## src/dcache_params.svh

```systemverilog
`ifndef DCACHE_PARAMS_SVH
`define DCACHE_PARAMS_SVH

// lookup address split from the top bit down is tag, set index and line offset
`define DC_TAG_W 20
`define DC_INDEX_W 6
`define DC_OFFSET_W 6

// cache geometry
`define DC_WAYS 4
`define DC_SETS 64

`endif

```

## src/dcache_pkg.sv

```systemverilog
`default_nettype none

`include "dcache_params.svh"

package dcache_pkg;

    typedef logic [`DC_TAG_W+`DC_INDEX_W+`DC_OFFSET_W-1:0] addr_t; // byte address
    typedef logic [`DC_TAG_W-1:0] tag_t;
    typedef logic [`DC_INDEX_W-1:0] index_t;
    typedef logic [`DC_WAYS-1:0] way_vec_t; // one bit per way

    typedef struct packed {
        logic  valid; // one-cycle strobe per lookup
        addr_t addr;
    } lookup_req_t;

    typedef struct packed {
        logic     valid;
        addr_t    addr;       // address of the lookup this result belongs to
        way_vec_t hit_way;    // one-hot when the lookup hits
        logic     hit;
        way_vec_t victim;     // round-robin choice for the set
        tag_t     victim_tag;
        logic     victim_vld;
    } lookup_res_t;

    typedef struct packed {
        logic     valid;
        addr_t    addr;
        way_vec_t way;        // one-hot way to be written
    } refill_t;

endpackage

`default_nettype wire

```

## src/victim_select.sv

```systemverilog
`default_nettype none

`include "dcache_params.svh"

module victim_select (
    input  wire logic                clk,
    input  wire logic                rst,
    input  wire dcache_pkg::index_t   rindex,
    input  wire dcache_pkg::refill_t  refill,
    output dcache_pkg::way_vec_t      victim
);

    localparam int PTR_W = $clog2(`DC_WAYS);

    logic [PTR_W-1:0]    ptr [`DC_SETS];
    dcache_pkg::index_t  refill_index;
    dcache_pkg::index_t  last_index;
    logic                last_vld;
    logic [PTR_W-1:0]    rd_ptr;

    assign refill_index = refill.addr[`DC_OFFSET_W +: `DC_INDEX_W];

    always_ff @(posedge clk) begin
        if (rst) begin
            for (int s = 0; s < `DC_SETS; s++) begin
                ptr[s] <= '0; // every set starts at way 0
            end
            last_vld <= 1'b0;
        end else begin
            if (refill.valid) begin
                ptr[refill_index] <= ptr[refill_index] + 1'b1; // wraps 3 -> 0
            end
            last_vld <= refill.valid;
        end
    end

    always_ff @(posedge clk) begin
        last_index <= refill_index;
    end

    // the lookup now in stage 1 was strobed together with the last refill
    // when that refill hit the same set, step back to the pointer it saw
    always_comb begin
        rd_ptr = ptr[rindex];
        if (last_vld && (last_index == rindex)) begin
            rd_ptr = rd_ptr - 1'b1;
        end
    end

    assign victim = dcache_pkg::way_vec_t'(1) << rd_ptr;

endmodule

`default_nettype wire

```

## config.mk

```make
export PLATFORM = sky130hd
export DESIGN_NAME = victim_select
export DESIGN_NICKNAME = d
export VERILOG_FILES = /design/src/dcache_pkg.sv /design/src/victim_select.sv
export VERILOG_INCLUDE_DIRS = /design/src /design/src/src
export SDC_FILE = /design/constraint.sdc
export NUM_CORES = 1
export LEC_CHECK = 0
export ABC_AREA = 1
export BUFFER_PORTS_ARGS = -buffer_cell sky130_fd_sc_hd__buf_2
export CAP_MARGIN = 40
export CORE_MARGIN = 3
export CORE_UTILIZATION = 35
export DETAILED_ROUTE_END_ITERATION = 6
export GPL_TIMING_DRIVEN = 0
export SYNTH_ARGS = -nofsm -noshare
export SYNTH_HDL_FRONTEND = slang
export SYNTH_SLANG_ARGS = --single-unit
```

## constraint.sdc

```tcl
create_clock -name clk -period 1.85 [get_ports clk]
set_input_delay 0.2775 -clock clk [delete_from_list [all_inputs] [get_ports clk]]
set_output_delay 0.2775 -clock clk [all_outputs]
set_load 0.02 [all_outputs]
```

**After elaboration in Yosys (flattened, before gate mapping)**

Memories as Yosys holds them, arrays and structs flattened.
Index checks and enable logic that the tools add are counted.

- Flip-flop bits (word level): 7
- RAM bits: 128
- Input bits: 45
- Output and inout bits: 4
- Logic and storage cells: 18
- Memories kept: 1

- Add/subtract/negate cells: 2
- Equal/unequal tests: 1
- Shift operators: 1
- Muxes and demuxes: 9
- Reduce and logical (&&, ||, !) cells: 2

Memory list:

| name | depth | bits a word | rd ports | clocked after memory_dff | wr ports | RTL line | text |
|---|---|---|---|---|---|---|---|
| ptr | 64 | 2 | 2 | 0 | 64 | victim_select.sv:15 | `` logic [PTR_W-1:0] ptr [`DC_SETS]; `` |

Operator list:

| kind | number |
|---|---|
| 6-bit equality test | 1 |
| 1-bit 2-to-1 mux | 6 |
| 6-bit 2-to-1 mux | 1 |
| 2-bit 2-to-1 mux | 2 |
| 1-bit by 2-bit left shift with 4-bit output, first input constant | 1 |
| 2-bit by 1-bit adder with 2-bit output, second input constant | 1 |
| 2-bit OR reduction | 1 |
| 2-bit by 1-bit subtractor with 2-bit output, second input constant | 1 |
| 1-bit logical AND | 1 |

**Longest topological paths before layout**

Gate-level depths: netlist of run 1.

- Depth in word-level cells: 5
- Gate-level depth with buffers: 16
- Depth with buffers taken out: 14

**Least setup slack after synthesis of run 1**

OpenSTA, ideal clock, no wires.

- Kind: input to output
- Start point: input port rindex[0]
- End point: output port victim[1]
- Arrival time: 1.774 ns
- Required time: 1.572 ns
- Slack: -0.202 ns
- Stages on the path: 15
- Buffers on the path: 2
- Cells stage by stage: inv_1 > buf_2 > buf_1 > nand2_1 > nand3_1 > nand3_1 > nand2_1 > nand2_1 > nand3_1 > nand3_1 > nand2_1 > nand2_1 > nand2_1 > inv_1 > nor2_1

- Word-level cells in the longest chain between the ends: 4
- Elaborated cells between the ends (all ways): 6
- Classes of those cells: add/sub: 1; eq/ne: 1; shift: 1; mux: 1; reduce/logical: 1; memory: 1

RTL lines:

| what | RTL line | text |
|---|---|---|
| start, declared | victim_select.sv:8 | `input wire dcache_pkg::index_t rindex,` |
| memory 64 x 2 bit or 6-bit equality test (tied branches) | n/a |  |
| 2-bit by 1-bit subtractor with 2-bit output or 1-bit logical AND (tied branches) | victim_select.sv:46, victim_select.sv:45 |  |
| 2-bit 2-to-1 mux * | victim_select.sv:45 | `if (last_vld && (last_index == rindex)) begin` |
| 1-bit by 2-bit left shift with 4-bit output * | victim_select.sv:50 | `assign victim = dcache_pkg::way_vec_t'(1) << rd_ptr;` |
| end, declared | victim_select.sv:10 | `output dcache_pkg::way_vec_t victim` |

Every way passes the cells marked *; elsewhere a longest branch is shown, timed or not.

==> results_dict.tcl, run 1 <==
set metrics [dict create \
    finalPower_mw 9.79 \
    synth-seq-area-share_pct 46.6 \
    routed_wl_mm 38.2 \
    multi_input_area_mm2 0.00484 \
    finalCritPeriodShare_pct 126 \
    final_hold_viol_count 0 \
    viasPerCell 5.74 \
    setup_viol 132 \
    drive_above_1_share_pct 32.0 \
    critPathLaunchType "register" \
    async_reset_ff_share_pct 0 \
    coreArea_mm2 0.0238 \
    powerDensity_mw_per_mm2 816 \
    final.setup_skew_ns 0.0112 \
    first_iter_violations 1326 \
    dpl.hpwl_mm 24.3 \
    synth_flop_cell "edfxtp_1" \
    cts.sinks 135 \
    ir_drop_uv 509 \
    syn_nets 1180 \
    cap_viol_max_count 0 \
    fin_area_mm2 0.0120 \
    worstPathRequired_ns 1.57 \
    io_buffers 16 \
    avgSynthCellArea_um2 7.54 \
    nNetsFinal 1293 \
    num-fill-cells 2193 \
    cts.clk_slew.worst_paths_ns 0.06 \
    cts_max_level 4 \
    crit_path_max_fanout 3 \
    antenna_found_initial 0 \
    synth_edf_count 128 \
    worst_slew_pin_slew_ns 0.872 \
    finalWorstSetupSlack_ns -0.486 \
    grt_setup_unrepaired "true" \
    cts_buffers 17 \
    netlist_area_mm2 0.00856 \
    route.vias.total 9066 \
    worstPathArrival_ns 2.06 \
    grt_util_all_layers_pct 28.9 \
    crit_type "register to output port" \
    grt_max_degree 17 \
    cp-end-kind "output port" \
    final_max_slew_viol_count 0 \
    die_w_um 162 \
    root_buffer "clkbuf_16" \
    slew_headroom_pct 41.8 \
    final_antenna_net_count 0 \
    start_util_pct 36.0 \
    min_period_ns 2.34 \
    synthCells 1135 \
    grt_pass1_vias 8476 \
    synth_seq_cells 135 \
    yosysUniqueCellTypes 29 \
    leakage_nw 4.87 \
    rows 56 \
    dieArea_mm2 0.0264 \
    syn2layout_area_growth_pct 40.4 \
    grt_pass1_wl_mm 55.1 \
    violations "design-rule violations, negative setup slack" \
    clockBufferDepth 2 \
    clkLatencyLatePin_ns 0.44 \
    antenna_cells 0 \
    post_drt_wl_per_cell_um 24.2 \
    timing.fmax_mhz 428 \
    post_dp_cell_area_mm2 0.00925 \
    status "complete, but fails checks" \
    grt-ovfl-total 0 \
    dp_slack_ns -0.969 \
    regArea_mm2 0.00398 \
    drc 8 \
    dr.pass1.iters 7 \
    pin_count 49 \
    final_util_pct 50.6 \
    synth.yosys.warnings 0 \
    gp_congestion 0.997 \
    cts_tree "yes" \
    min_path_type "primary input to register" \
    die_h_um 162 \
]
cell families after synthesis:
family	share of synthesized area, %
AOI/OAI and AO/OA	10.0
xor gates and xnor gates	0.102
and+or+nand+nor	36.2
DFF	46.6
buffers and inverters	7.11
Yosys cell counts, drive strengths merged, types with 5 or more instances:
cell,count,area share (%)
nand4,14,1.0
nand2,542,24
o21ai,30,1.8
a21oi,93,8.1
nor4,5,0.66
buf,60,4.8
dfxtp,7,1.6
clkbuf,19,0.83
nand3,106,6.2
nor2,89,3.9
edfxtp,128,45
inv,33,1.4
what timing repair did:
| action | CTS | global route |
|---|---|---|
| resized for setup | 195 | 177 |
| hold endpoints to repair | 5 | 0 |
| hold buffers | 5 | 0 |
| endpoints found under the setup margin | 158 | 223 |
| setup buffers | 20 | 36 |
| cloned | 22 | 0 |
| pin swaps | 70 | 98 |
worst paths after layout:
path                    from            end  slack [ns]  depth (start not counted)
hold reg to reg    ptr[7][1]     ptr[38][1]        1.39                         12
setup reg to reg  ptr[32][0]     ptr[20][1]       -0.38                         14
setup / recovery  ptr[41][0]      victim[3]       -0.49                         12
hold / removal    refill[11]  last_index[1]        0.02                          1
metrics by stage:
| step | cells | setup TNS, ns | hold WS, ns |
|---|---|---|---|
| detailed placement | 1482 | -171.20 | 0.399 |
| CTS | 1560 | -24.62 | 0.00660 |
| global route | 1580 | -51.83 | 0.0163 |
| floorplan | 1135 | 0 | 0.305 |
| finish | 1580 | -41.38 | 0.0240 |
| global placement | 1470 | -268.87 | 0.397 |
report_power, final:
group / total, mW / internal (mW) / switching (mW)
clock network: 3.77 / 2.38 / 1.39
logic: 2.49 / 1.01 / 1.48
registers: 3.53 / 3.45 / 0.0820
layer usage:
layer | wire length, um | part of all wire (%) | track usage, % | vias to the layer above
met5 | 0 | 0 | 0 | -
met4 | 2380 | 6.2 | 17.3 | 0
met3 | 5260 | 14 | 8.37 | 163
met2 | 16500 | 43 | 42.6 | 686
met1 | 14100 | 37 | 37.5 | 4226
li1 | - | - | - | 3991
registers in the layout, summed over array words and instances (netlist names):
| name | cells |
|---|---|
| last_index | 6 |
| ptr | 128 |
| last_vld | 1 |
worst max-delay path, cell delays in order, from the launching register on:
cell,delay (ns)
edfxtp_1,0.43
nand2_1,0.09
nand3_1,0.10
nand3_2,0.11
nand2_4,0.07
nand2_1,0.08
nand3_2,0.07
nand3_2,0.09
nand3b_1,0.13
nand2_2,0.15
inv_4,0.06
nor2_4,0.12
buf_6,0.12
cells in the final DEF, fill, tap and decap left out, types with 5 or more instances in the layout:
master	Yosys	final
a21oi_1	33	27
a21oi_2	60	60
a21oi_4	0	6
buf_12	0	31
buf_16	0	12
buf_2	27	21
buf_4	14	44
buf_6	13	31
buf_8	0	5
bufinv_16	0	5
clkbuf_16	0	17
clkbuf_2	0	10
clkbuf_4	0	6
dfxtp_1	7	7
dlygate4sd3_1	0	5
edfxtp_1	128	128
inv_1	28	23
inv_2	5	7
nand2_1	540	515
nand2_2	0	21
nand2_8	0	5
nand3_1	106	83
nand3_2	0	23
nand4_1	14	14
nor2_1	88	13
nor2_2	1	15
nor2_4	0	61
o21ai_0	18	16
o21ai_1	12	13
layout make-up:
cell class	instances	area share, %
tap	319	3.32
sequential	135	33.2
multi-input combinational	889	40.3
inverter	34	1.23
clock buffer	18	3.57
timing repair buffer	98	10.6
clock inverter	14	1.72
buffer	73	6.04
Note: power is estimated with default switching activity, not from simulation.
==> run 2: changes to the inputs <==
- clock period: 1.85 -> 2 ns (I/O delays scaled with it)
==> results_dict.tcl, run 2 (same netlist as run 1, synthesis figures left out) <==
set metrics [dict create \
    status "complete, but fails checks" \
    violations "negative setup slack" \
    die_w_um 162 \
    routed_wl_mm 37.9 \
    rows 56 \
    hold_depth 1 \
    worstPathRequired_ns 1.70 \
    grt_max_degree 17 \
    timing.fmax_mhz 428 \
    num-fill-cells 2223 \
    dp.cells 1485 \
    dpl.hpwl_mm 23.7 \
    clkLatencyLatePin_ns 0.43 \
    start_util_pct 36.0 \
    post_dp_cell_area_mm2 0.00922 \
    crit_path_max_fanout 3 \
    post_drt_wl_per_cell_um 24.1 \
    r2r_cells 17 \
    ir_drop_uv 498 \
    die_h_um 162 \
    coreArea_mm2 0.0238 \
    cts.clk_slew.worst_paths_ns 0.06 \
    final_antenna_net_count 0 \
    final_hold_viol_count 0 \
    grt_util_all_layers_pct 27.7 \
    hold_start "refill[14]" \
    stdcell_count 1577 \
    cts.sinks 135 \
    cap_viol_max_count 0 \
    antenna_found_initial 0 \
    cts_max_level 4 \
    final_util_pct 49.7 \
    finalCritPeriodShare_pct 117 \
    critPathLaunchType "register" \
    pin_count 49 \
    cp-startpoint "ptr[52][0]" \
    slew_headroom_pct 40.5 \
    largest_reg_flops 128 \
    regArea_mm2 0.00398 \
    cp-end-kind "output port" \
    min_path_type "primary input to register" \
    cts_buffers 17 \
    io_buffers 16 \
    grt_pass1_wl_mm 53.0 \
    setup_viol 132 \
    nNetsFinal 1290 \
    antenna_cells 0 \
    syn2layout_area_growth_pct 38.0 \
    route.vias.total 9217 \
    leakage_nw 4.82 \
    dr.pass1.iters 6 \
    clockBufferDepth 2 \
    grt_pass1_vias 8404 \
    crit_type "register to output port" \
    powerDensity_mw_per_mm2 729 \
    worst_slew_pin_slew_ns 0.892 \
    drive_above_1_share_pct 31.4 \
    fin_area_mm2 0.0118 \
    cts_tree "yes" \
    viasPerCell 5.84 \
    grt-ovfl-total 0 \
    final_max_slew_viol_count 0 \
    largest-register "ptr" \
    worstPathArrival_ns 2.04 \
    drc 0 \
    layout_common_cells "523 x nand2_1, 128 x edfxtp_1, 84 x nand3_1" \
    finalWorstSetupSlack_ns -0.338 \
    final.setup_skew_ns 0.00924 \
    multi_input_area_mm2 0.00471 \
    grt_setup_unrepaired "true" \
    min_period_ns 2.34 \
    layout_commonest_cell "nand2_1" \
    timing.rr.start "ptr[52][0]" \
    largest_registers "ptr (128), last_index (6), last_vld (1)" \
    first_iter_violations 1585 \
    gp_congestion 1.04 \
    root_buffer "clkbuf_16" \
    dieArea_mm2 0.0264 \
]
==> run 2: where the power goes <==
group	total, mW	internal [mW]	switching (mW)
sequential	3.26	3.19	0.0728
clock	3.02	1.71	1.32
combinational	2.32	0.954	1.36
==> run 2: timing repair <==
action                     4_1_cts  5_1_grt
resized for setup              155      200
hold endpoints to repair         2        0
setup endpoints to repair      140      137
cloned                          15        8
hold buffers                     2        0
setup buffers                   22       25
pin swaps                       47       66
==> run 2: layout make-up <==
type | count | area share [%]
buffer | 76 | 6.95
clock inverter | 15 | 1.09
multi-input combinational | 890 | 39.9
inverter | 34 | 1.21
sequential | 135 | 33.7
clock buffer | 17 | 3.60
timing repair buffer | 91 | 10.1
tap | 319 | 3.38
==> run 2: worst paths after layout <==
| check | to | slack [ns] |
|---|---|---|
| setup / recovery | victim[1] | -0.34 |
| hold / removal | last_index[4] | 0.02 |
| setup reg to reg | ptr[60][1] | -0.32 |
| hold reg to reg | ptr[44][1] | 1.38 |
==> run 2: per-layer routing <==
layer | track usage, % | routed length, um | vias to the layer above
met1 | 36.1 | 13600 | 4279
met5 | 0 | 0 | -
met3 | 8.47 | 5440 | 197
met4 | 15.6 | 2500 | 0
met2 | 41.1 | 16400 | 759
li1 | - | - | 3982
==> run 2: critical path, stage by stage (launching register included) <==
cell      delay [ns]
edfxtp_1        0.45
nand2_1         0.11
nand3_2         0.07
nand3_2         0.09
nand2_2         0.07
nand2_1         0.09
nand3_2         0.08
nand3_2         0.11
nand3b_1        0.14
nand2_2         0.13
inv_2           0.05
nor2_2          0.10
buf_6           0.12
==> run 2: stage by stage <==
step | setup TNS (ns) | hold WS [ns] | setup WS, ns | power (mW)
4_1_cts | -9.40 | 0.0133 | -0.278 | 8.21
2_1_floorplan | 0 | 0.328 | 0.0272 | 4.12
6_report | -25.08 | 0.0169 | -0.338 | 8.60
3_5_place_dp | -132.58 | 0.431 | -0.859 | 4.62
3_3_place_gp | -218.26 | 0.416 | -1.18 | 4.59
5_1_grt | -34.22 | 0.0161 | -0.424 | 8.79
==> run 3: changes to the inputs <==
- CORE_UTILIZATION: 35 -> 56
- PLACE_DENSITY: unset -> 0.77
- SKIP_LAST_GASP: unset -> 1
==> results_dict.tcl, run 3 (same netlist as run 1, synthesis figures left out) <==
set metrics [dict create \
    min_period_ns 2.38 \
    layout_common_cells "517 x nand2_1, 128 x edfxtp_1, 88 x nand3_1" \
    layout_commonest_cell "nand2_1" \
    cp.buffers_inverters 1 \
    die_h_um 130 \
    finalWorstSetupSlack_ns -0.383 \
    status "complete, but fails checks" \
    grt_pass1_wl_mm 52.7 \
    timing.fmax_mhz 420 \
    r2r-end "ptr[24][1]" \
    largest-register "ptr" \
    grt_max_degree 17 \
    clkLatencyLatePin_ns 0.44 \
    final_antenna_net_count 0 \
    antenna_found_initial 0 \
    r2r_cells 14 \
    cts_tree "yes" \
    crit_path_max_fanout 4 \
    slew_headroom_pct 35.7 \
    grt_util_all_layers_pct 44.2 \
    antenna_cells 0 \
    dr.pass1.iters 7 \
    cap_viol_max_count 0 \
    crit_type "register to output port" \
    max_stage_delay_ns 0.44 \
    powerDensity_mw_per_mm2 772 \
    cp_top_family "simple AND/OR/NAND/NOR gates" \
    critPathLaunchType "register" \
    min_to "last_index[5]" \
    clockBufferDepth 2 \
    grt_setup_unrepaired "true" \
    die_w_um 130 \
    grt_pass1_vias 8580 \
    worstPathRequired_ns 1.70 \
    root_buffer "clkbuf_16" \
    final.setup_skew_ns 0.00811 \
    met3_length_mm 6.35 \
    reg2reg_slack_ns -0.33 \
    viasPerCell 6.68 \
    cts.sinks 135 \
    io_buffers 16 \
    violations "design-rule violations, negative setup slack" \
    final_max_slew_viol_count 0 \
    min_path_type "primary input to register" \
    gp_congestion 1.04 \
    setup_viol 140 \
    ir_drop_uv 625 \
    route.vias.total 9567 \
    largest_reg_flops 128 \
    cp-end-kind "output port" \
    worst_slew_pin_slew_ns 0.964 \
    pin_count 49 \
    top_layer_used "met4" \
    cts_buffers 17 \
    tns_ns -28.09 \
    routed_wl_mm 38.2 \
    hold_depth 1 \
    grt-ovfl-total 0 \
    drc 36 \
    hold_start "refill[15]" \
    nNetsFinal 1281 \
    wl_met1_mm 13.1 \
    first_iter_violations 2082 \
    dp_slack_ns -0.878 \
    coreArea_mm2 0.0148 \
    post_drt_wl_per_cell_um 26.6 \
    largest_registers "ptr (128), last_index (6), last_vld (1)" \
    slowest_stage "edfxtp_1" \
    finalCritPeriodShare_pct 119 \
    timing.rr.start "ptr[9][0]" \
    cts_max_level 4 \
    leakage_nw 4.77 \
    final_hold_viol_count 0 \
    dr_wl_met2_mm 15.4 \
    dieArea_mm2 0.0168 \
    cts.clk_slew.worst_paths_ns 0.06 \
    drive_above_1_share_pct 29.9 \
    worstPathArrival_ns 2.08 \
    crit_chain "nand2_1 -> nand3_1 -> nand3_1 -> nand2_2 -> nand2_1 -> nand3_1 -> nand3_1 -> nand2_2 -> nand2_1 -> nand2_1 -> nor2_2 -> buf_6" \
    dpl.hpwl_mm 22.8 \
    start_util_pct 58.0 \
    syn2layout_area_growth_pct 33.9 \
    finalPower_mw 8.85 \
    rows 44 \
]
==> run 3: how the worst max path moves through the flow <==
stage	to	startpoint	depth (start not counted)	slack [ns]
finish	victim[3]	ptr[9][1]	12	-0.38
global route	victim[3]	ptr[25][0]	12	-0.45
CTS	victim[1]	ptr[0][0]	12	-0.27
detailed placement	ptr[38][1]	refill[10]	15	-0.88
global placement	ptr[57][1]	refill[12]	6	-1.16
floorplan	victim[1]	rindex[1]	12	0.03
==> run 3: worst reg2reg max path, cell delays in order (launching register included) <==
cell and delay (ns):
edfxtp_1 0.40, buf_4 0.17, nand2_2 0.06, nand2_1 0.08
nand2_2 0.08, a21oi_2 0.07, o21ai_1 0.21, nand2_1 0.08
nor2_1 0.13, nand2_2 0.11, buf_6 0.15, inv_8 0.06
nand2_8 0.11, bufbuf_16 0.31, a21oi_2 0.15
==> run 3: cell type report <==
type | instances | area (um2)
plain buffers | 75 | 795
clock buffers | 19 | 433
clock inverters | 13 | 180
fillers | 1004 | 3300
inverters | 34 | 143
multi-input cells | 889 | 4600
flip-flops and latches | 135 | 3980
well taps | 184 | 230
repair buffers | 84 | 1090
==> run 3: metal layers <==
metal / vias up / global-route usage, %
met4: 0 / 28.4
met5: - / 1.18
met3: 305 / 17.4
li1: 3970 / -
met2: 943 / 61.3
met1: 4349 / 57.5
==> run 3: power breakdown <==
part / internal [mW] / total (mW) / switching [mW]
clock network: 2.08 / 3.36 / 1.29
logic: 0.880 / 2.22 / 1.34
registers: 3.19 / 3.26 / 0.0735
total: 6.15 / 8.85 / 2.70
==> run 3: through the flow <==
stage / area [um2] / hold slack [ns] / instances / util, %
CTS: 10600 / 0.0126 / 1413 / 72.1
global placement: 8870 / 0.417 / 1335 / 60.1
finish: 11500 / 0.0206 / 1433 / 77.6
floorplan: 8560 / 0.328 / 1135 / -
global route: 11500 / 0.0170 / 1433 / 77.6
detailed placement: 9010 / 0.418 / 1345 / 61.1
==> run 3: repair_timing <==
item	CTS	global route
pin swaps	16	72
hold buffers	1	0
cloned	12	10
setup buffers	23	18
hold endpoints to repair	1	0
setup endpoints to repair	132	138
resized for setup	146	174
